[config.mk]
export PLATFORM = sky130hd
export DESIGN_NAME = cim_bus_port
export DESIGN_NICKNAME = d
export VERILOG_FILES = /design/src/cim_pkg.sv /design/src/cim_bus_port.sv
export SDC_FILE = /design/constraint.sdc
export NUM_CORES = 1
export LEC_CHECK = 0
export ABC_AREA = 1
export BUFFER_PORTS_ARGS = -buffer_cell sky130_fd_sc_hd__buf_4
export CAP_MARGIN = 20
export CORE_MARGIN = 5
export CORE_UTILIZATION = 39
export CTS_BUF_LIST = sky130_fd_sc_hd__clkbuf_16
export DETAILED_ROUTE_END_ITERATION = 7
export HOLD_SLACK_MARGIN = 0.1
export PLACE_DENSITY = 0.75
export SETUP_SLACK_MARGIN = 0.15
export SYNTH_ARGS = -nofsm -noshare
export SYNTH_HDL_FRONTEND = slang
export SYNTH_SLANG_ARGS = --single-unit
[constraint.sdc]
create_clock -name sys_clk_in -period 2 [get_ports sys_clk_in]
set_input_delay 0.4 -clock sys_clk_in [delete_from_list [all_inputs] [get_ports sys_clk_in]]
set_output_delay 0.4 -clock sys_clk_in [all_outputs]
set_load 0.03 [all_outputs]
[src/cim_pkg.sv]
// ~~~~~~~~~~~~~~~~~~~~~~~~~~~~~~~~~~~~~~~~~~~~~~~~~~~~~~~~~~~~~~~~~~~~
// Shared widths, opcodes and bundles for the compute-in-memory macro.
// Row count follows row_addr_width; the bus address adds one select bit.
// Opcode values match the command words the host software emits.
// ~~~~~~~~~~~~~~~~~~~~~~~~~~~~~~~~~~~~~~~~~~~~~~~~~~~~~~~~~~~~~~~~~~~~
package cim_pkg;

    localparam int row_addr_width = 8;
    localparam int bus_addr_width = row_addr_width + 1;
    localparam int row_width      = 32;
    localparam int shift_width    = 5;
    localparam int row_count      = 1 << row_addr_width;

    // Port-B write data source
    localparam logic wr_sel_load   = 1'b0;
    localparam logic wr_sel_result = 1'b1;

    typedef logic [row_addr_width-1:0] row_addr_t;
    typedef logic [row_width-1:0]      row_data_t;

    typedef enum logic [7:0] {
        OP_MOVE  = 8'h01,
        OP_ORC   = 8'h03,
        OP_ANDC  = 8'h04,
        OP_XORC  = 8'h05,
        OP_LSHFT = 8'h08,
        OP_RSHFT = 8'h09,
        OP_P_INV = 8'h0E,
        OP_XNOR  = 8'h11
    } cim_op_e;

    // Command word layout, op in the top byte
    typedef struct packed {
        cim_op_e   op;
        row_addr_t s1;
        row_addr_t s2;
        row_addr_t d1;
    } cim_cmd_t;

    typedef enum logic [1:0] {
        REQ_LOAD,
        REQ_EXEC,
        REQ_READ
    } req_kind_e;

    typedef struct packed {
        req_kind_e kind;
        row_addr_t addr;
        row_data_t data;
    } cim_req_t;

    typedef enum logic [2:0] {
        BL_PASS,
        BL_INV,
        BL_OR,
        BL_AND,
        BL_XOR,
        BL_XNOR,
        BL_SHL,
        BL_SHR
    } bl_func_e;

    typedef struct packed {
        row_addr_t               addr_a;
        row_addr_t               addr_b;
        logic                    we_b;
        logic                    wr_sel;
        row_data_t               load_data;
        bl_func_e                func;
        logic [shift_width-1:0]  shift;
    } array_ctrl_t;

endpackage

[src/cim_bus_port.sv]
// ~~~~~~~~~~~~~~~~~~~~~~~~~~~~~~~~~~~~~~~~~~~~~~~~~~~~~~~~~~~~~~~~~~~~
// Avalon-MM slave front end. Only one request is in flight at a time.
// waitrequest stays high from acceptance until the sequencer retires it.
// Master must not raise write and read in the same cycle.
// ~~~~~~~~~~~~~~~~~~~~~~~~~~~~~~~~~~~~~~~~~~~~~~~~~~~~~~~~~~~~~~~~~~~~
`timescale 1ns/100ps

module cim_bus_port (
    input  logic                                sys_clk_in,
    input  logic                                sys_reset_in,

    input  logic [cim_pkg::bus_addr_width-1:0]  address,
    input  cim_pkg::row_data_t                  writedata,
    input  logic                                write,
    input  logic                                read,
    output logic                                waitrequest,
    output cim_pkg::row_data_t                  readdata,
    output logic                                readdatavalid,

    output cim_pkg::cim_req_t                   req,
    output logic                                req_valid,
    input  logic                                done,
    input  cim_pkg::row_data_t                  read_row
);

    import cim_pkg::*;

    logic      accept;
    logic      busy;
    req_kind_e kind_in;

    assign accept = (write | read) & ~waitrequest;

    // Top address bit picks a row load over a command
    always_comb
    begin
        if (read)
            kind_in = REQ_READ;
        else if (address[row_addr_width])
            kind_in = REQ_LOAD;
        else
            kind_in = REQ_EXEC;
    end

    always_ff @(posedge sys_clk_in or posedge sys_reset_in)
    begin
        if (sys_reset_in)
        begin
            waitrequest   <= 1'b1;
            busy          <= 1'b0;
            req_valid     <= 1'b0;
            readdatavalid <= 1'b0;
            req           <= '0;
        end
        else
        begin
            req_valid     <= accept;
            readdatavalid <= done & (req.kind == REQ_READ);

            // Held high through the whole operation
            busy          <= accept | (busy & ~done);
            waitrequest   <= accept | (busy & ~done);

            if (accept)
            begin
                req.kind <= kind_in;
                req.addr <= address[row_addr_width-1:0];
                req.data <= writedata;
            end
        end
    end

    // Read data held until the next read retires
    always_ff @(posedge sys_clk_in)
    begin
        if (done && req.kind == REQ_READ)
            readdata <= read_row;
    end

endmodule

==> metrics.md <==
| Metric | Value |
|---|---|
| Result of the run | finished clean |
| Final min period | 1.54 ns |
| GPL Wtd Cong | ~0.70 |
| Clock Tree Buf Depth | 2 |
| Nets@finish | ~460 |
| Post-route ant nets | 0 |
| Seq/Total Area, Yosys | 76.4% |
| Initial Utilization | 40.5% |
| CTS Buf Count | 9 |
| Hold WC Path Type | in -> async |
| Warnings from Yosys | 0 |
| Vias in the first global route | ~2200 |
| Crit Path Max Fanout | 44 |
| CP top delay family | compound AO/OA/AOI/OAI gates |
| Rel. slew slack | 33.3% |
| P per Cell Area | ~1400 mW/mm2 |
| Clock Sinks | 78 |
| Yosys top cell area share | between 40% and 50% |
| Die W | ~94 um |
| Dominant cell type by area after synthesis | dfrtp_1 |
| Layout cells sized above 1 | a little under half |
| N_diodes | 0 |
| Pin count of the biggest net entering global routing | between 40 and 50 |
| Drt via density | 4.42 |
| Rows | 30 |
| Fin crit share | 77.1% |
| Leakage Power | 0.00219 uW |
| Fraction of registers with async set or reset after synthesis | 59.0% |
| Critical path endpoint category | flip-flop |
| TritonCTS clock tree | built |
| Cells after synthesis | between 200 and 250 |
| Core Area | ~0.0068 mm2 |
| Pins over their slew limit | 0 |
| Post_cts resized | 0 |
| Area growth, synth to finish | 56.7% |
| Mapped Area | ~0.0028 mm2 |
| VDD IR max | 0.000629 V |
| FF-to-FF path depth | 3 |
| Worst r2r src | waitrequest$_DFF_PP1_ |
| Clk_skew | 0.00473 ns |
| Wire length per cell | between 10 and 15 um |
| Crit-path cells | buf_4 -> o21ai_4 -> o21ai_0 |
| RSZ-0062 raised after global routing | false |
| Remaining DRCs | 0 |
| Netlist cell types | 15 |
| Avg Inst Size Synth | 12.1 um2 |
| Crit path buffers/inverters | 1 |
| Post-synth top flop | dfrtp_1 |
| Crit path from | read |
| Slew @ Worst Pin | 0.996 ns |
| Reg2reg end | busy$_DFF_PP0_ |
| Final Setup Violations | 0 |
| 1st-pass router iterations | 5 |
| Post-synth EDFFs | 32 |
| Global-route wire length before repair | 11.0 mm |
| Dpl hpwl | 5.23 mm |
| Largest cells by area after synthesis | dfrtp_1 41%, edfxtp_1 35%, nand2_1 12% |
| CTS Root Cell | clkbuf_16 |
| IO buf count | 154 |
| # Max-Cap Violations | 0 |
| Type of origin of the critical path | input port |
| Mapped Nets | roughly 310 |
| CP max stage cell | o21ai_4 |
| Critical path class | in -> reg |
| Initial antenna violation count | 0 |
| Setup TNS | 0 ns |
| Clk_lat worst skew | ~0.32 ns |
| Gr ovfl total | 0 |
| Reg clk slew, reported paths | 0.06 ns |
| Final Total Pwr | around 6100 uW |
| Starting DRT DRC Count | 112 |
| Crit path arrival time | 1.65 ns |
| Vias post-DR | roughly 2100 |
| GR Util All Layers | 15.9% |
| I/O pin count | 155 |
| Max Fclk | approximately 0.65 GHz |
| R2R Setup Slk | 0.53 ns |
| Die Area | roughly 0.009 mm2 |
| Hold buffer count at cts | 0 |
| Crit path largest cell delay | 0.78 ns |
| Setup bufs post-CTS | 0 |
| Fin util | 63.4% |
| H-Tree Depth | 3 |
| Yosys reg bits | 78 |
| Worst Path Required | 2.11 ns |
| Die height | 94.2 um |
| Routed Wire Length | 7.09 mm |
| Endpoints failing hold | 0 |
[metal layers]
metal  GRT usage [%]  up-vias  part of all wire [%]
li1                -     1063                     -
met1            20.4      962                    41
met2            25.4      111                    48
met3            5.29        9                    10
met4            5.17        0                   1.1
met5               0        -                     0
[layout by cell type (no fill, tap or decap), types with 2 or more instances in the layout]
master     synthesis  layout
buf_4              4     156
bufinv_16          0       2
clkbuf_16          0       9
clkinv_4           0       2
dfrtp_1           45      45
edfxtp_1          32      32
inv_1              5       5
inv_2              1       2
nand2_1           86      86
nand3_1           41      41
[state kept, by name (all words and copies together) (netlist names)]
signal / flops
req: 42
readdata: 32
busy: 1
readdatavalid: 1
req_valid: 1
waitrequest: 1
[tightest hold or removal path, cell delays in order]
cell and delay, ns:
buf_4 0.11, inv_2 0.06, buf_12 0.24
[cell usage after synthesis, types with 2 or more instances]
master	count
nand2_1	86
dfrtp_1	45
nand3_1	41
edfxtp_1	32
buf_2	5
inv_1	5
buf_4	4
clkbuf_1	2
nor2_1	2
[power breakdown]
group / leakage [uW] / total (uW) / switching (uW) / internal [uW]
clock: 0.000158 / 1680 / 593 / 1080
combinational: 0.00117 / 2070 / 1330 / 734
sequential: 0.000860 / 2300 / 207 / 2100
[layout make-up]
class,count,area [um2]
multi-input combinational,132,571
clock inverter,7,90.1
timing repair buffer,157,1190
sequential,78,2110
inverter,6,22.5
fill,587,2500
clock buffer,9,225
tap,96,120
[cell families after synthesis]
| kind of cell | synth area share, % |
|---|---|
| AO/OA/AOI/OAI | 0.769 |
| buffers and inverters | 3.21 |
| flip-flops | 76.4 |
| AND/OR/NAND/NOR | 19.6 |
[worst max path at each step]
stage                                  to  slack (ns)  cells past startpoint
global route               busy$_DFF_PP0_        0.28                      3
detailed placement         busy$_DFF_PP0_        0.08                      3
floorplan           readdata[0]$_DFFE_PP_        0.45                      2
CTS                        busy$_DFF_PP0_        0.41                      3
global placement           busy$_DFF_PP0_        0.19                      3
finish                     busy$_DFF_PP0_        0.46                      3
[metrics by stage]
step	setup WS [ns]	instances	instance area [um2]	hold WS [ns]
5_1_grt	0.278	485	4330	0.137
4_1_cts	0.413	485	4330	0.128
3_5_place_dp	0.0817	469	4020	0.461
2_1_floorplan	0.447	228	2770	0.480
3_3_place_gp	0.194	469	4020	0.456
6_report	0.458	485	4330	0.114
Power figures use the tool's default switching activity.
