<file path="src/cim_pkg.sv">
// ~~~~~~~~~~~~~~~~~~~~~~~~~~~~~~~~~~~~~~~~~~~~~~~~~~~~~~~~~~~~~~~~~~~~
// Shared widths, opcodes and bundles for the compute-in-memory macro.
// Row count follows row_addr_width; the bus address adds one select bit.
// Opcode values match the command words the host software emits.
// ~~~~~~~~~~~~~~~~~~~~~~~~~~~~~~~~~~~~~~~~~~~~~~~~~~~~~~~~~~~~~~~~~~~~
package cim_pkg;

    localparam int row_addr_width = 8;
    localparam int bus_addr_width = row_addr_width + 1;
    localparam int row_width      = 32;
    localparam int shift_width    = 5;
    localparam int row_count      = 1 << row_addr_width;

    // Port-B write data source
    localparam logic wr_sel_load   = 1'b0;
    localparam logic wr_sel_result = 1'b1;

    typedef logic [row_addr_width-1:0] row_addr_t;
    typedef logic [row_width-1:0]      row_data_t;

    typedef enum logic [7:0] {
        OP_MOVE  = 8'h01,
        OP_ORC   = 8'h03,
        OP_ANDC  = 8'h04,
        OP_XORC  = 8'h05,
        OP_LSHFT = 8'h08,
        OP_RSHFT = 8'h09,
        OP_P_INV = 8'h0E,
        OP_XNOR  = 8'h11
    } cim_op_e;

    // Command word layout, op in the top byte
    typedef struct packed {
        cim_op_e   op;
        row_addr_t s1;
        row_addr_t s2;
        row_addr_t d1;
    } cim_cmd_t;

    typedef enum logic [1:0] {
        REQ_LOAD,
        REQ_EXEC,
        REQ_READ
    } req_kind_e;

    typedef struct packed {
        req_kind_e kind;
        row_addr_t addr;
        row_data_t data;
    } cim_req_t;

    typedef enum logic [2:0] {
        BL_PASS,
        BL_INV,
        BL_OR,
        BL_AND,
        BL_XOR,
        BL_XNOR,
        BL_SHL,
        BL_SHR
    } bl_func_e;

    typedef struct packed {
        row_addr_t               addr_a;
        row_addr_t               addr_b;
        logic                    we_b;
        logic                    wr_sel;
        row_data_t               load_data;
        bl_func_e                func;
        logic [shift_width-1:0]  shift;
    } array_ctrl_t;

endpackage

</file>
<file path="src/cim_bitline_logic.sv">
// ~~~~~~~~~~~~~~~~~~~~~~~~~~~~~~~~~~~~~~~~~~~~~~~~~~~~~~~~~~~~~~~~~~~~
// Combinational row operator behind the two array read ports.
// Shifts are logical with zero fill.
// ~~~~~~~~~~~~~~~~~~~~~~~~~~~~~~~~~~~~~~~~~~~~~~~~~~~~~~~~~~~~~~~~~~~~
`timescale 1ns/100ps

module cim_bitline_logic (
    input  cim_pkg::bl_func_e                func,
    input  logic [cim_pkg::shift_width-1:0]  shift,
    input  cim_pkg::row_data_t               row_a,
    input  cim_pkg::row_data_t               row_b,
    output cim_pkg::row_data_t               result
);

    import cim_pkg::*;

    always_comb
    begin
        case (func)
            // Single-row functions on port A
            BL_PASS: result = row_a;
            BL_INV:  result = ~row_a;
            BL_SHL:  result = row_a << shift;
            BL_SHR:  result = row_a >> shift;

            // Two-row functions
            BL_OR:   result = row_a | row_b;
            BL_AND:  result = row_a & row_b;
            BL_XOR:  result = row_a ^ row_b;
            BL_XNOR: result = ~(row_a ^ row_b);
            default: result = row_a;
        endcase
    end

endmodule

</file>
<file path="config.mk">
export PLATFORM = sky130hd
export DESIGN_NAME = cim_bitline_logic
export DESIGN_NICKNAME = d
export VERILOG_FILES = /design/src/cim_pkg.sv /design/src/cim_bitline_logic.sv
export SDC_FILE = /design/constraint.sdc
export NUM_CORES = 1
export LEC_CHECK = 0
export ABC_AREA = 1
export BUFFER_PORTS_ARGS = -buffer_cell sky130_fd_sc_hd__buf_4
export CORE_MARGIN = 1.5
export CORE_UTILIZATION = 61
export DETAILED_ROUTE_END_ITERATION = 8
export MAX_ROUTING_LAYER = met4
export PLACE_DENSITY_LB_ADDON = 0.08
export SLEW_MARGIN = 40
export SYNTH_ARGS = -nofsm -noshare
export SYNTH_HDL_FRONTEND = slang
export SYNTH_SLANG_ARGS = --single-unit
</file>
<file path="constraint.sdc">
create_clock -name vclk -period 2.6
set_input_delay 0.65 -clock vclk [all_inputs]
set_output_delay 0.65 -clock vclk [all_outputs]
set_load 0.02 [all_outputs]
</file>
==> summary.md, run 1 <==
| Metric | Value |
|---|---|
| Top-count cell post-synth | `nand3_1` |
| Net Count, Synth | `1,365` |
| Syn Std Cell Area | `between 6000 and 7000 um^2` |
| Status | `aborted with a tool error` |
| Post-synth top cells | `nand3_1, nand2_1, inv_1, nor2_1, ha_1` |
| Initial Utilization | `0.629` |
| Vias in the first global route | `10.7k` |
| Halt Stage | `global routing (5_1_grt)` |
| Die Y | `a little over 100 um` |
| Std-Cell Rows | `36` |
| Port Buf Inserts | `around 100` |
| Synthesized area per cell | `~5 um^2` |
| Pin count of the biggest net entering global routing | `49` |
| First-pass GRT wire length | `about 57 mm` |
| DIE WIDTH | `a little over 100 um` |
| Seq/Total Area, Yosys | `0` |
| Log Error | `[ERROR GRT-0116] Global routing finished with congestion. Check the congestion regions in the DRC Viewer.` |
| GRT Overall Usage | `0.723` |
| Final GP Congestion | `roughly 1.3` |
| Synth area leader | `nand3_1` |
| Yosys warns | `0` |
| Post-DP HPWL | `roughly 22 mm` |
| Syn Inst Count | `1,228` |
| Post-synth top area share | `0.336` |
| Synth cell types | `30` |
| Ports | `around 100` |
| Dominant cells by area after synthesis | `nand3_1, nand2_1, ha_1, inv_1, nor2_1` |
| Total grt overflow | `4` |
layer usage:
metal | overflow | track usage
met5 | - | -
met4 | 3 | 0.699
met3 | 0 | 0.511
met2 | 1 | 0.877
met1 | 0 | 0.736
per-stage QoR:
stage	std cells	instance area (um^2)	setup slack, ns	utilization
floorplan	1228	6140	0.159	-
global placement	1525	7860	-0.200	0.804
detailed placement	1525	7860	-0.286	0.804
CTS	1539	8410	-0.149	0.860
cells by family after synthesis:
group,Yosys count,share of synthesized area
AND/OR/NAND/NOR,848,0.632
adder cells (fa/ha/maj),65,0.132
buffers and inverters,245,0.178
AO/OA/AOI/OAI,70,0.0576
what timing repair did:
action                                 in CTS
pin swaps                                  25
hold buffers                                0
gates resized for setup                   101
endpoints found under the hold margin       0
gates cloned                                6
setup endpoints to repair                  32
buffers inserted                            8
==> run 2: changes to the inputs <==
CORE_UTILIZATION = 40   (was 61)
MAX_ROUTING_LAYER = unset   (was met4)
PLACE_DENSITY_LB_ADDON = 0.15   (was 0.08)
==> summary.md, run 2 <==
| Metric | Value |
|---|---|
| First-pass GRT wire length | `about 47 mm` |
| Post-DP HPWL | `about 24 mm` |
| Routed Antenna Nets | `0` |
| Seq pwr share | `0` |
| Violated checks | `negative setup slack` |
| Slew Limit Headroom | `0.827` |
| Seq/Total Area, Yosys | `0` |
| Worst Hold Margin | `1.75 ns` |
| Total grt overflow | `0` |
| Setup ws final | `-0.172 ns` |
| First DRT Iteration DRCs | `about 1.1k` |
| Hold Fails Final Rpt | `0` |
| Layout cells sized above 1 | `0.386` |
| HP Class | `input pin to output port` |
| Required @ worst endpoint | `1.95 ns` |
| CLK BUF | `0` |
| N_diodes | `0` |
| Post-synth top area share | `0.336` |
| Core area | `around 15,000 um^2` |
| Synth area leader | `nand3_1` |
| Port Buf Inserts | `between 100 and 150` |
| RSZ-0062 raised after global routing | `true` |
| Max-slew violations | `0` |
| Area delta synth->final | `64.4%` |
| Hold Path Origin | `row_a[1]` |
| Vias in the first global route | `~8.5k` |
| Max VDD drop | `around 160 uV` |
| Syn Std Cell Area | `6140 um^2` |
| DIE WIDTH | `~130 um` |
| Endpoint type of the worst setup path | `output port` |
| Yosys warns | `0` |
| Most frequent cells in the layout | `nand3_1, buf_4, nand2_1` |
| Initial Utilization | `0.407` |
| Pre-CTS setup slack | `-0.342 ns` |
| Die Y | `between 100 and 150 um` |
| Final GP Congestion | `roughly 1.0` |
| WL/cell | `roughly 20 um` |
| DR pass1 iterations | `8` |
| Worst Setup SP | `func[1]` |
| Least-Margin Pin Slew | `0.259 ns` |
| Startpoint Class | `input pin` |
| Design internal power | `about 950 uW` |
| GRT Overall Usage | `0.378` |
| Status | `finished with violations` |
| Residual DRC | `0` |
| Net Count, Synth | `1,365` |
| Initial antenna violation count | `0` |
| Crit path to | `result[29]` |
| Filler Cells Inserted | `roughly 1.4k` |
| Fin nets | `around 1.6k` |
| Clk pwr share | `0` |
| Max-Cap Viols | `0` |
| Via/cell ratio | `a little under 6` |
| Syn Inst Count | `roughly 1.2k` |
| Std-Cell Rows | `45` |
| Fmax | `about 360 MHz` |
| Reg area | `0 um^2` |
| Crit-path max FO | `7` |
| Synthesized area per cell | `about 5.0 um^2` |
| Top-count cell post-synth | `nand3_1` |
| Period minus WS final | `2.77 ns` |
| Final Setup Violations | `32` |
| Dominant cells by area after synthesis | `nand3_1, nand2_1, ha_1, inv_1, nor2_1` |
| Flip-flop and latch count | `0` |
| Crit path kind | `input pin to output port` |
| Vias | `around 9.5k` |
| Logic pwr share | `1.000` |
| Crit share post-route | `1.07` |
| Synth cell types | `30` |
| Switching part of the total | `0.576` |
| WL final | `32.4 mm` |
| Pin count of the biggest net entering global routing | `49` |
| Pleak | `roughly 0.0053 uW` |
| Pwr/cell area | `roughly 220 nW/um^2` |
| Post-synth top cells | `nand3_1, nand2_1, inv_1, nor2_1, ha_1` |
| Die area | `between 15,000 and 20,000 um^2` |
| Sw power | `1290 uW` |
| Ports | `around 100` |
| Crit path DAT | `~2.1 ns` |
| Commonest non-fill, non-tap cell in the layout | `nand3_1` |
==> run 2: worst min-delay path by stage <==
stage | to | depth (start not counted)
CTS | result[1] | 6
global placement | result[1] | 6
detailed placement | result[1] | 6
global route | result[1] | 6
finish | result[1] | 6
floorplan | result[25] | 4
==> run 2: layout make-up <==
class | instances | area, um^2 | area share
multi-input combinational | 985 | 6110 | 0.605
timing repair buffer | 302 | 3050 | 0.302
tap | 188 | 235 | 0.0233
inverter | 170 | 704 | 0.0697
==> run 2: through the flow <==
step,cell area (um^2),instances,power (uW),setup TNS (ns),util
CTS,9260,1636,1990,-3.02,0.614
detailed placement,8230,1610,1740,-7.02,0.545
global placement,8230,1610,1740,-6.72,0.545
global route,10100,1645,2380,-5.10,0.670
floorplan,6140,1228,993,0,-
finish,10100,1645,2230,-2.81,0.670
==> run 2: timing repair <==
item,in CTS,in global routing
pin swaps,51,75
resized for setup,176,198
gates cloned,8,4
hold buffers,0,0
endpoints found under the setup margin,32,32
buffers inserted,19,7
==> run 2: power groups by stage <==
stage,clock [uW],sequential (uW),combinational [uW]
floorplan,0,0,993
global placement,0,0,1740
detailed placement,0,0,1740
CTS,0,0,1990
global route,0,0,2380
finish,0,0,2230
==> run 2: critical path, stage by stage <==
cell and delay (ns):
buf_8 0.11, buf_12 0.14, nor2_4 0.11, nand2_4 0.09, nand2_8 0.12, buf_6 0.13
o21ai_1 0.05, nand3b_1 0.24, nor2_2 0.14, nand3_2 0.11, nand2_1 0.07, inv_1 0.04
buf_6 0.12
==> run 2: per-layer routing <==
| layer | global-route usage | part of all wire |
|---|---|---|
| met5 | 0 | 0 |
| met4 | 0.143 | 0.048 |
| met3 | 0.0898 | 0.11 |
| met2 | 0.590 | 0.44 |
| met1 | 0.503 | 0.40 |
==> run 2: logic make-up (layout without fill, tap and decap cells) <==
| group | Yosys count | in the layout | share of synthesized area |
|---|---|---|---|
| simple gates | 848 | 850 | 0.632 |
| buf+inv | 245 | 472 | 0.178 |
| compound gates | 70 | 70 | 0.0576 |
| fa+ha+maj | 65 | 65 | 0.132 |
Note: power is estimated with default switching activity, not from simulation.
==> run 3: changes to the inputs <==
CORE_ASPECT_RATIO = 1.1   (was unset)
==> summary.md, run 3 (synthesis results as in run 2) <==
| Metric | Value |
|---|---|
| Max-Cap Viols | `0` |
| Die Y | `133 um` |
| Reg area | `0 um^2` |
| Routed Antenna Nets | `0` |
| Filler Cells Inserted | `between 1.5k and 2k` |
| Crit path kind | `input pin to output port` |
| Period minus WS final | `between 2 and 3 ns` |
| Post-route insts no fill | `1,628` |
| Std-Cell Rows | `47` |
| Crit share post-route | `1.06` |
| Fin nets | `1,571` |
| Least-Margin Pin Slew | `between 0.2 and 0.3 ns` |
| Die area | `approximately 16,000 um^2` |
| Crit-path slowest cell | `nand3_1` |
| Required @ worst endpoint | `1.95 ns` |
| DIE WIDTH | `121 um` |
| Startpoint Class | `input pin` |
| Via/cell ratio | `5.75` |
| Endpoint type of the worst setup path | `output port` |
| Crit path DAT | `~2.1 ns` |
| Flip-flop and latch count | `0` |
| CLK BUF | `0` |
| Slew Limit Headroom | `0.819` |
| Initial antenna violation count | `0` |
| Layout cells sized above 1 | `0.318` |
| CP most frequent cell | `nand3_1` |
| Post-DP Area | `about 8000 um^2` |
| Pleak | `0.00501 uW` |
| WL/cell | `approximately 18 um` |
| Hold Fails Final Rpt | `0` |
| Initial Utilization | `0.408` |
| WL final | `about 30 mm` |
| Setup ws final | `-0.152 ns` |
| Fmax | `around 360 MHz` |
| Pwr/cell area | `216 nW/um^2` |
| Final instance area | `9370 um^2` |
| Commonest non-fill, non-tap cell in the layout | `nand3_1` |
| Ports | `104` |
| HP Class | `input pin to output port` |
| Port Buf Inserts | `between 100 and 150` |
| Delay-heaviest family, CP | `simple AND/OR/NAND/NOR gates` |
| DR pass1 iterations | `5` |
| GRT Overall Usage | `0.362` |
| Crit-path cells | `buf_6 > inv_8 > buf_8 > nand2_1 > nand3_1 > nand3_1 > nand3_1 > nand3_1 > nand3_1 > nand2_1 > inv_1 > buf_4` |
| First-pass GRT wire length | `about 46 mm` |
| Residual DRC | `0` |
| Area delta synth->final | `52.5%` |
| Max VDD drop | `between 100 and 150 uV` |
| Total grt overflow | `0` |
| Vias in the first global route | `8,435` |
| Post-DP HPWL | `between 20 and 25 mm` |
| Violated checks | `negative setup slack` |
| Core area | `15,100 um^2` |
| Status | `finished with violations` |
| N_diodes | `0` |
| Bufs and invs on worst path | `5` |
| First DRT Iteration DRCs | `around 1.1k` |
| Vias | `between 9k and 10k` |
| Final Setup Violations | `32` |
| Final Power | `2030 uW` |
| Most frequent cells in the layout | `nand3_1, nand2_1, buf_4` |
| Pin count of the biggest net entering global routing | `between 50 and 60` |
| Placed insts | `around 1.6k` |
| Slowest cell delay on critical path | `around 0.20 ns` |
| TNS Setup | `-3.15 ns` |
| Util after Layout | `0.622` |
| Final GP Congestion | `1.03` |
| Max-slew violations | `0` |
| Crit-path max FO | `7` |
| RSZ-0062 raised after global routing | `true` |
-- run 3: layout make-up --
class	instances	area, um^2	share of cell area
Timing Repair Buffer	277	2670	0.285
Tap cell	196	245	0.0262
Inverter	170	689	0.0736
Multi-Input combinational cell	985	5760	0.615
-- run 3: tightest hold or removal path, delay by kind of cell --
family / cells / cell delay (ns)
buffers and inverters: 4 / 0.32
and+or+nand+nor: 2 / 0.13
-- run 3: metrics by stage --
stage	setup slack [ns]	hold slack [ns]
CTS	-0.154	1.75
global placement	-0.424	1.74
global route	-0.243	1.79
floorplan	0.159	1.53
finish	-0.152	1.75
detailed placement	-0.433	1.75
-- run 3: worst paths after layout --
path      start         end  depth (start not counted)
max    shift[0]  result[31]                         12
min   row_a[23]  result[23]                          6
-- run 3: timing repair --
item / 4_1_cts / 5_1_grt
buffers inserted: 13 / 1
pin swaps: 42 / 35
setup endpoints to repair: 32 / 32
gates cloned: 5 / 2
hold buffers: 0 / 0
gates resized for setup: 154 / 110
-- run 3: power breakdown --
group | internal [uW] | switching (uW)
logic | 844 | 1180
registers | 0 | 0
clock network | 0 | 0
-- run 3: layer usage --
| layer | vias up | GRT usage | share of wire |
|---|---|---|---|
| li1 | 4442 | - | - |
| met1 | 4282 | 0.489 | 0.41 |
| met2 | 536 | 0.565 | 0.44 |
| met3 | 102 | 0.0487 | 0.095 |
| met4 | 0 | 0.169 | 0.058 |
| met5 | - | 0 | 0 |
