## src/cim_pkg.sv

```systemverilog
// ~~~~~~~~~~~~~~~~~~~~~~~~~~~~~~~~~~~~~~~~~~~~~~~~~~~~~~~~~~~~~~~~~~~~
// Shared widths, opcodes and bundles for the compute-in-memory macro.
// Row count follows row_addr_width; the bus address adds one select bit.
// Opcode values match the command words the host software emits.
// ~~~~~~~~~~~~~~~~~~~~~~~~~~~~~~~~~~~~~~~~~~~~~~~~~~~~~~~~~~~~~~~~~~~~
package cim_pkg;

    localparam int row_addr_width = 8;
    localparam int bus_addr_width = row_addr_width + 1;
    localparam int row_width      = 32;
    localparam int shift_width    = 5;
    localparam int row_count      = 1 << row_addr_width;

    // Port-B write data source
    localparam logic wr_sel_load   = 1'b0;
    localparam logic wr_sel_result = 1'b1;

    typedef logic [row_addr_width-1:0] row_addr_t;
    typedef logic [row_width-1:0]      row_data_t;

    typedef enum logic [7:0] {
        OP_MOVE  = 8'h01,
        OP_ORC   = 8'h03,
        OP_ANDC  = 8'h04,
        OP_XORC  = 8'h05,
        OP_LSHFT = 8'h08,
        OP_RSHFT = 8'h09,
        OP_P_INV = 8'h0E,
        OP_XNOR  = 8'h11
    } cim_op_e;

    // Command word layout, op in the top byte
    typedef struct packed {
        cim_op_e   op;
        row_addr_t s1;
        row_addr_t s2;
        row_addr_t d1;
    } cim_cmd_t;

    typedef enum logic [1:0] {
        REQ_LOAD,
        REQ_EXEC,
        REQ_READ
    } req_kind_e;

    typedef struct packed {
        req_kind_e kind;
        row_addr_t addr;
        row_data_t data;
    } cim_req_t;

    typedef enum logic [2:0] {
        BL_PASS,
        BL_INV,
        BL_OR,
        BL_AND,
        BL_XOR,
        BL_XNOR,
        BL_SHL,
        BL_SHR
    } bl_func_e;

    typedef struct packed {
        row_addr_t               addr_a;
        row_addr_t               addr_b;
        logic                    we_b;
        logic                    wr_sel;
        row_data_t               load_data;
        bl_func_e                func;
        logic [shift_width-1:0]  shift;
    } array_ctrl_t;

endpackage

```

## src/cim_sequencer.sv

```systemverilog
// ~~~~~~~~~~~~~~~~~~~~~~~~~~~~~~~~~~~~~~~~~~~~~~~~~~~~~~~~~~~~~~~~~~~~
// Steps one request at a time through the row array.
// Load 2 cycles, row operation 4, read 3, unknown opcode 1 (to done).
// Single-row ops write s2, two-row ops write d1; shift uses d1[4:0].
// ~~~~~~~~~~~~~~~~~~~~~~~~~~~~~~~~~~~~~~~~~~~~~~~~~~~~~~~~~~~~~~~~~~~~
`timescale 1ns/100ps

module cim_sequencer (
    input  logic                  sys_clk_in,
    input  logic                  sys_reset_in,

    input  cim_pkg::cim_req_t     req,
    input  logic                  req_valid,
    output logic                  done,
    output cim_pkg::row_data_t    read_row,

    output cim_pkg::array_ctrl_t  ctrl,
    input  cim_pkg::row_data_t    row_a
);

    import cim_pkg::*;

    typedef enum logic [2:0] {
        ST_IDLE,
        ST_LOAD,
        ST_READ_WAIT,
        ST_READ_DONE,
        ST_OP_ADDR,
        ST_OP_READ,
        ST_OP_WRITE
    } seq_state_e;

    seq_state_e state;
    cim_cmd_t   cmd_in;
    cim_cmd_t   cmd;

    function automatic logic is_known(cim_op_e op);
        case (op)
            OP_MOVE, OP_P_INV, OP_LSHFT, OP_RSHFT,
            OP_ORC, OP_ANDC, OP_XORC, OP_XNOR: return 1'b1;
            default:                           return 1'b0;
        endcase
    endfunction

    // Two-row ops land in d1
    function automatic logic is_two_row(cim_op_e op);
        return (op == OP_ORC) || (op == OP_ANDC) || (op == OP_XORC) || (op == OP_XNOR);
    endfunction

    function automatic bl_func_e op_to_func(cim_op_e op);
        case (op)
            OP_P_INV: return BL_INV;
            OP_LSHFT: return BL_SHL;
            OP_RSHFT: return BL_SHR;
            OP_ORC:   return BL_OR;
            OP_ANDC:  return BL_AND;
            OP_XORC:  return BL_XOR;
            OP_XNOR:  return BL_XNOR;
            default:  return BL_PASS;
        endcase
    endfunction

    assign cmd_in = cim_cmd_t'(req.data);

    always_ff @(posedge sys_clk_in or posedge sys_reset_in)
    begin
        if (sys_reset_in)
        begin
            state <= ST_IDLE;
            done  <= 1'b0;
            ctrl  <= '0;
        end
        else
        begin
            done      <= 1'b0;
            ctrl.we_b <= 1'b0;

            case (state)
                ST_IDLE:
                begin
                    if (req_valid)
                    begin
                        case (req.kind)
                            REQ_LOAD:
                            begin
                                ctrl.addr_b    <= req.addr;
                                ctrl.we_b      <= 1'b1;
                                ctrl.wr_sel    <= wr_sel_load;
                                ctrl.load_data <= req.data;
                                state          <= ST_LOAD;
                            end
                            REQ_READ:
                            begin
                                ctrl.addr_a <= req.addr;
                                state       <= ST_READ_WAIT;
                            end
                            default:
                            begin
                                // Unknown opcodes retire right away
                                if (is_known(cmd_in.op))
                                    state <= ST_OP_ADDR;
                                else
                                    done  <= 1'b1;
                            end
                        endcase
                    end
                end

                ST_LOAD:
                begin
                    done  <= 1'b1;
                    state <= ST_IDLE;
                end

                ST_READ_WAIT:
                    state <= ST_READ_DONE;

                ST_READ_DONE:
                begin
                    done  <= 1'b1;
                    state <= ST_IDLE;
                end

                // Address phase, function and shift captured here
                ST_OP_ADDR:
                begin
                    ctrl.addr_a <= cmd.s1;
                    ctrl.addr_b <= cmd.s2;
                    ctrl.func   <= op_to_func(cmd.op);
                    ctrl.shift  <= cmd.d1[shift_width-1:0];
                    state       <= ST_OP_READ;
                end

                // Rows come out of the array this cycle
                ST_OP_READ:
                begin
                    ctrl.addr_b <= is_two_row(cmd.op) ? cmd.d1 : cmd.s2;
                    ctrl.we_b   <= 1'b1;
                    ctrl.wr_sel <= wr_sel_result;
                    state       <= ST_OP_WRITE;
                end

                ST_OP_WRITE:
                begin
                    done  <= 1'b1;
                    state <= ST_IDLE;
                end

                default:
                    state <= ST_IDLE;
            endcase
        end
    end

    always_ff @(posedge sys_clk_in)
    begin
        if (state == ST_IDLE && req_valid)
            cmd <= cmd_in;
        if (state == ST_READ_DONE)
            read_row <= row_a;
    end

endmodule

```

## config.mk

```make
export PLATFORM = sky130hd
export DESIGN_NAME = cim_sequencer
export DESIGN_NICKNAME = d
export VERILOG_FILES = /design/src/cim_pkg.sv /design/src/cim_sequencer.sv
export SDC_FILE = /design/constraint.sdc
export NUM_CORES = 1
export LEC_CHECK = 0
export BUFFER_PORTS_ARGS = -buffer_cell sky130_fd_sc_hd__buf_2
export CAP_MARGIN = 20
export CELL_PAD_IN_SITES_DETAIL_PLACEMENT = 2
export CELL_PAD_IN_SITES_GLOBAL_PLACEMENT = 2
export CORE_MARGIN = 1
export CORE_UTILIZATION = 32
export CTS_CLUSTER_SIZE = 20
export DETAILED_ROUTE_END_ITERATION = 8
export GPL_TIMING_DRIVEN = 0
export MAX_ROUTING_LAYER = met4
export PLACE_DENSITY_LB_ADDON = 0.1
export SYNTH_ARGS = -nofsm -noshare
export SYNTH_HDL_FRONTEND = slang
export SYNTH_SLANG_ARGS = --single-unit
```

## constraint.sdc

```tcl
create_clock -name sys_clk_in -period 3.2 [get_ports sys_clk_in]
set_input_delay 0.32 -clock sys_clk_in [delete_from_list [all_inputs] [get_ports sys_clk_in]]
set_output_delay 0.32 -clock sys_clk_in [all_outputs]
set_load 0.05 [all_outputs]
```

==> results of run 1 <==
## layer usage
metal	wire [um]	part of all wire	GRT usage	vias to the layer above
met1	6240	0.44	0.239	1731
met2	6780	0.48	0.305	135
li1	-	-	-	1599
met3	958	0.067	0.0644	14
met4	223	0.016	0.0801	0
met5	0	0	-	-
## flip-flops by register name (all words and copies together) (netlist names)
register and count:
cmd 32, ctrl 58, done 1, read_row 32
state 3
## worst paths after layout
check	start	end	slack, ns	cells after the start
min reg2reg	ctrl[3]$_DFFE_PP0P_	ctrl[3]$_DFFE_PP0P_	0.48	2
min in group asynchronous	sys_reset_in	ctrl[37]$_DFFE_PP0P_	0.08	2
max reg2reg	state[2]$_DFFE_PP0P_	ctrl[12]$_DFFE_PP0P_	0.69	5
max	state[2]$_DFFE_PP0P_	ctrl[12]$_DFFE_PP0P_	0.69	5
max in group asynchronous	sys_reset_in	ctrl[52]$_DFFE_PP0P_	2.60	2
min	row_a[7]	read_row[7]$_DFFE_PP_	0.07	1
## cell type report
type	count	area, um2
inverters	5	21.3
clock buffers	20	468
plain buffers	16	103
well taps	184	230
flip-flops and latches	126	3470
clock inverters	12	181
repair buffers	167	836
multi-input cells	190	1230
fillers	1469	8050
## through the flow
stage / hold slack, ns / utilization
floorplan: 0.419 / -
global placement: 0.459 / 0.403
detailed placement: 0.469 / 0.404
CTS: 0.0545 / 0.448
global route: 0.0559 / 0.448
finish: 0.0742 / 0.448
## worst max-delay path: cells and delay by family (launching register included)
kind / cells / cell delay (ns)
muxes: 1 / 0.32
DFF: 1 / 0.46
buffers and inverters: 1 / 0.26
and+or+nand+nor: 3 / 1.33
## where the power goes
| part | total, mW | internal [mW] | switching, mW | leakage [nW] |
|---|---|---|---|---|
| sequential | 2.54 | 2.27 | 0.268 | 1.36 |
| clock | 2.12 | 1.38 | 0.743 | 0.306 |
| combinational | 2.66 | 0.599 | 2.06 | 1.24 |
| total | 7.32 | 4.25 | 3.07 | 2.90 |
## cell usage in the layout, fill, tap and decap left out, drive strengths merged, types with 9 or more instances in the layout
| master | count |
|---|---|
| nand2 | 52 |
| clkbuf | 25 |
| o21ai | 15 |
| dfrtp | 62 |
| nor2 | 17 |
| edfxtp | 64 |
| mux2 | 31 |
| a31oi | 10 |
| buf | 178 |
| and3 | 9 |
| a21oi | 10 |
## logic make-up (layout without fill, tap and decap cells)
logic type / count (synthesis) / after routing
compound gates: 54 / 54
flops: 126 / 126
simple gates: 102 / 102
xor+xnor: 2 / 2
buf+inv: 21 / 220
mux: 32 / 32
==> qor.yml, run 1 <==
synth:
  ys_ff_latch: 126
  yosysTopAreaCell: "edfxtp_1"
  synth_common_cells: "edfxtp_1 (64), dfrtp_1 (62), nand2_1 (50)"
  synth_seq_area_share: 0.721
  synth-simple-area-share: 0.103
  synthFlopType: "edfxtp_1"
  synth_xor_area_frac: 0.00364
  ys_types: 48
  netlist.area_leader.share: 0.399
  synth-compound-area-share: 0.0725
  synth.area.top_cells: "edfxtp_1 (40%), dfrtp_1 (32%), mux2_1 (7.2%), nand2_1 (3.9%), a221oi_1 (1.5%)"
  synth-edff-count: 64
  syn-num-nets: 414
  synth-adder-area-share: 0
  synthArstFlopShare: 0.492
  synth_warnings: 0
  synth_top_family_by_area: "simple AND/OR/NAND/NOR gates"
  synth_cells: 337
  synthMuxAreaShare: 0.0745
  synth.most_common_cell: "edfxtp_1"
  avgSynthCellArea_um2: 14.3
  syn_area_mm2: 0.00482
sta:
  layout_setup_ws_ns: 0.688
  fin_setup_tns_ns: 0
  setup_violations: 0
  period_needed_ns: 2.51
  drv_slew: 0
  worst_pin_slew_ns: 0.928
  hold_viol: 0
  fmax_ghz: 0.398
  clock_skew_ns: 0.00933
  rsz0062_at_grt: "false"
  fin_crit_sh: 0.785
  relSlewSlack: 0.380
route:
  drt-initial-drc-count: 149
  drt-total-wl_um: 14200
  drtPass1Iterations: 4
  vias: 3479
  drc: 0
  detail_route.wl_per_cell_um: 19.7
  vias_per_cell: 4.83
  final_antenna_net_count: 0
clocking:
  cts_setup_buffers: 0
  clock_latency_ns: 0.42
  root_buffer: "clkbuf_16"
  path_clk_slew_ns: 0.06
  cts_resized: 0
  clockBufferDepth: 2
  numCtsBuffers: 17
  cts_hold_buf: 0
  cts_tree: "done"
  cts_num_sinks: 126
  cts.htree.levels: 4
floorplanning:
  ios: 168
  core_mm2: 0.0146
  die_area_mm2: 0.0155
  start_util: 0.330
  fp-row-count: 44
  die_h_um: 125
  die_w_um: 125
worst_setup_path:
  cpMaxStageDelayCell: "and2_2"
  cpPeakStageDelay_ns: 0.75
  critPathKind: "register to register"
  cp-end-kind: "register"
  worst-path-max-fanout: 33
  critPathArrivalTime_ns: 2.81
  crit_required_ns: 3.49
  path_cells: "nor3_2 > and2_2 > nand2_2 > buf_6 > mux2_1"
  cp-start-kind: "register"
final_layout:
  drive_above_1_share: 0.403
  antenna_cells: 0
  stdcell_area_mm2: 0.00654
  final_cells: 720
  nets: 600
  area_growth_syn_to_layout_pct: 35.8
placement:
  dpl_cell_area_mm2: 0.00589
  preCtsSetupSlack_ns: 0.563
  dp_cells: 688
  dp_hpwl_um: 10100
  io_buffer_count: 167
  gp_congestion: 0.747
status:
  status: "finished clean"
grt:
  groute.usage.overall: 0.198
  grt_max_degree: 63
  grt_pass1_wl_um: 22100
  overflow: 0
  antenna_found_initial: 0
  grt_pass1_vias: 3910
hold_path:
  hp-class: "input pin to register"
power:
  total_power_mw: 7.32
  ir_worst_vdd_v: 0.000582
  power_density_mw_per_mm2: 1120
  power.leakage_nw: 2.90
job:
  cap_violations: 0
(Power assumes the default switching activity.)
==> inputs of run 2 (changes only) <==
==> constraint.sdc (replaced) <==
create_clock -name sys_clk_in -period 2.35 [get_ports sys_clk_in]
set_input_delay 0.235 -clock sys_clk_in [delete_from_list [all_inputs] [get_ports sys_clk_in]]
set_output_delay 0.235 -clock sys_clk_in [all_outputs]
set_load 0.05 [all_outputs]
==> run 2 against run 1 <==
Net effect: the run now ends with negative hold slack left; utilization up 2.3 points; final area up 5.0%; wire length up 6.9%; worst hold slack worse by 0.091 ns; global-route usage up 1.8 points; largest power group unchanged.
==> qor.yml, run 2 (synthesis gave the netlist of run 1 again) <==
sta:
  hold_viol: 21  # was 0
  layout_setup_ws_ns: 0.161  # was 0.688 ns
  fin_crit_sh: 0.931  # was 0.785
  fin_setup_tns_ns: 0  # unchanged
  hold_ws_ns: -0.0171  # was 0.0742 ns
  rsz0062_at_grt: "false"  # unchanged
  relSlewSlack: 0.363  # was 0.380
  period_needed_ns: 2.19  # was 2.51 ns
  fmax_ghz: 0.457  # was 0.398 GHz
  setup_violations: 0  # unchanged
  drv_slew: 0  # unchanged
  worst_pin_slew_ns: 0.954  # was 0.928 ns
  clock_skew_ns: 0.00880  # was 0.00933 ns
power:
  power.switching_mw: 4.22  # was 3.07 mW
  ir_worst_vdd_v: 0.000578  # was 0.000582 V
  power_density_mw_per_mm2: 1430  # was 1120 mW/mm2
  switching_share: 0.428  # was 0.419
  total_power_mw: 9.85  # was 7.32 mW
  power.share.clock: 0.273  # was 0.290
  intPower_mw: 5.63  # was 4.25 mW
  seq_power_share: 0.351  # was 0.347
  combPwrFrac: 0.375  # was 0.363
  power.leakage_nw: 3.05  # was 2.90 nW
route:
  routed-wl-met3_um: 1060  # was 958 um
  drtPass1Iterations: 4  # unchanged
  highest_layer: "met4"  # unchanged
  final_antenna_net_count: 0  # unchanged
  drt-met1-wl_um: 6470  # was 6240 um
  drt-initial-drc-count: 120  # was 149
  detail_route.wl_per_cell_um: 20.0  # was 19.7 um
  vias: 3614  # was 3479
  vias_per_cell: 4.77  # was 4.83
  drc: 0  # unchanged
  wl_met2_um: 7390  # was 6780 um
  drt-total-wl_um: 15200  # was 14200 um
floorplanning:
  die_w_um: 125  # unchanged
  fp-row-count: 44  # unchanged
  start_util: 0.330  # unchanged
  die_h_um: 125  # unchanged
  die_area_mm2: 0.0155  # unchanged
  ios: 168  # unchanged
  core_mm2: 0.0146  # unchanged
clocking:
  clockBufferDepth: 2  # unchanged
  cts.htree.levels: 4  # unchanged
  numCtsBuffers: 17  # unchanged
  cts_num_sinks: 126  # unchanged
  path_clk_slew_ns: 0.06  # about the same
  root_buffer: "clkbuf_16"  # unchanged
  clock_latency_ns: 0.42  # about the same
  cts_tree: "done"  # unchanged
  cts_setup_buffers: 0  # unchanged
final_layout:
  antenna_cells: 0  # unchanged
  layout_commonest_cell: "buf_2"  # unchanged
  nFillCells: 1445  # was 1469
  regMostFlops: "ctrl"  # unchanged
  top_regs: "ctrl x58, cmd x32, read_row x32"  # unchanged
  final_cell_mix: "buf_2 (171), edfxtp_1 (64), dfrtp_1 (62)"  # unchanged
  area_growth_syn_to_layout_pct: 42.7  # was 35.8%
  drive_above_1_share: 0.376  # was 0.403
  largest_reg_flops: 58  # unchanged
  nets: 638  # was 600
job:
  cap_violations: 0  # unchanged
worst_setup_path:
  cp-start-kind: "register"  # unchanged
  r2r_cells: 6  # was 5
  crit_required_ns: 2.65  # was 3.49 ns
  worst-path-max-fanout: 33  # unchanged
  cp-end-kind: "register"  # unchanged
  r2r_slack_ns: 0.16  # was 0.69 ns
  critPathArrivalTime_ns: 2.48  # was 2.81 ns
  r2r_end: "ctrl[38]$_DFFE_PP0P_"  # was ctrl[12]$_DFFE_PP0P_
  r2r-start: "state[0]$_DFFE_PP0P_"  # was state[2]$_DFFE_PP0P_
  critPathKind: "register to register"  # unchanged
grt:
  grt_pass1_wl_um: 24100  # was 22100 um
  overflow: 0  # unchanged
  groute.usage.overall: 0.216  # was 0.198
  grt_pass1_vias: 4261  # was 3910
  grt_max_degree: 63  # unchanged
  antenna_found_initial: 0  # unchanged
status:
  status: "finished, violations left"  # was finished clean
  violations: "negative hold slack"
placement:
  dp_hpwl_um: 10100  # about the same
  preCtsSetupSlack_ns: -0.199  # was 0.563 ns
  gp_congestion: 0.773  # was 0.747
  io_buffer_count: 167  # unchanged
hold_path:
  hp-class: "input pin to asynchronous set/reset pin"  # was input pin to register
[run 2: cell types whose count changed in the layout (fill, tap and decap cells not counted), sizes merged]
| cell | delta |
|---|---|
| clkinvlp | -2 |
| clkbuf | -1 |
| bufinv | -1 |
| inv | +1 |
| dlygate4sd3 | +38 |
| clkinv | +3 |
[run 2: final cells by class]
type	count	area [um2]	area share
repair buffers	205	1220	0.177
clock buffers	19	433	0.0630
inverters	5	21.3	0.00309
multi-input cells	190	1230	0.179
plain buffers	16	103	0.0149
clock inverters	13	165	0.0240
flip-flops and latches	126	3470	0.505
well taps	184	230	0.0335
[run 2: worst max path at each step]
stage,cells after the start,slack [ns],endpoint,from
2_1_floorplan,3,0.32,read_row[0]$_DFFE_PP_,state[1]$_DFFE_PP0P_
3_3_place_gp,2,-0.46,ctrl[0]$_DFFE_PP0P_,sys_reset_in
3_5_place_dp,5,-0.20,ctrl[23]$_DFFE_PP0P_,state[2]$_DFFE_PP0P_
4_1_cts,5,0.1,ctrl[23]$_DFFE_PP0P_,state[2]$_DFFE_PP0P_
5_1_grt,5,0.008,ctrl[23]$_DFFE_PP0P_,state[2]$_DFFE_PP0P_
6_report,6,0.16,ctrl[38]$_DFFE_PP0P_,state[0]$_DFFE_PP0P_
[run 2: routing by layer]
layer,GRT usage,up-vias
met2,0.349,132
li1,-,1677
met5,-,-
met3,0.0696,23
met1,0.251,1782
met4,0.0794,0
[run 2: worst max-delay path: stages, from the launching register on]
cell	delay [ns]
dfrtp_1	0.37
buf_6	0.14
nor3_2	0.20
and2_4	0.49
nand2_2	0.29
buf_6	0.24
mux2_1	0.33
[run 2: what timing repair did]
item | 4_1_cts | 5_1_grt
endpoints found under the setup margin | 33 | 0
hold buffers | 37 | 1
hold endpoints to repair | 37 | 1
resized for setup | 1 | 0
[run 2: stage by stage]
step / instances / instance area, um2 / util
4_1_cts: 757 / 6860 / 0.470
5_1_grt: 758 / 6870 / 0.471
3_3_place_gp: 688 / 5890 / 0.403
3_5_place_dp: 688 / 5890 / 0.404
2_1_floorplan: 337 / 4820 / -
6_report: 758 / 6870 / 0.471
[run 2: power groups by stage]
stage	Combinational (mW)	Clock, mW	Sequential (mW)
floorplan	0.786	0	5.33
global placement	3.60	0	3.46
detailed placement	3.66	0	3.49
CTS	3.73	2.74	3.46
global route	3.90	2.83	3.55
finish	3.69	2.69	3.46
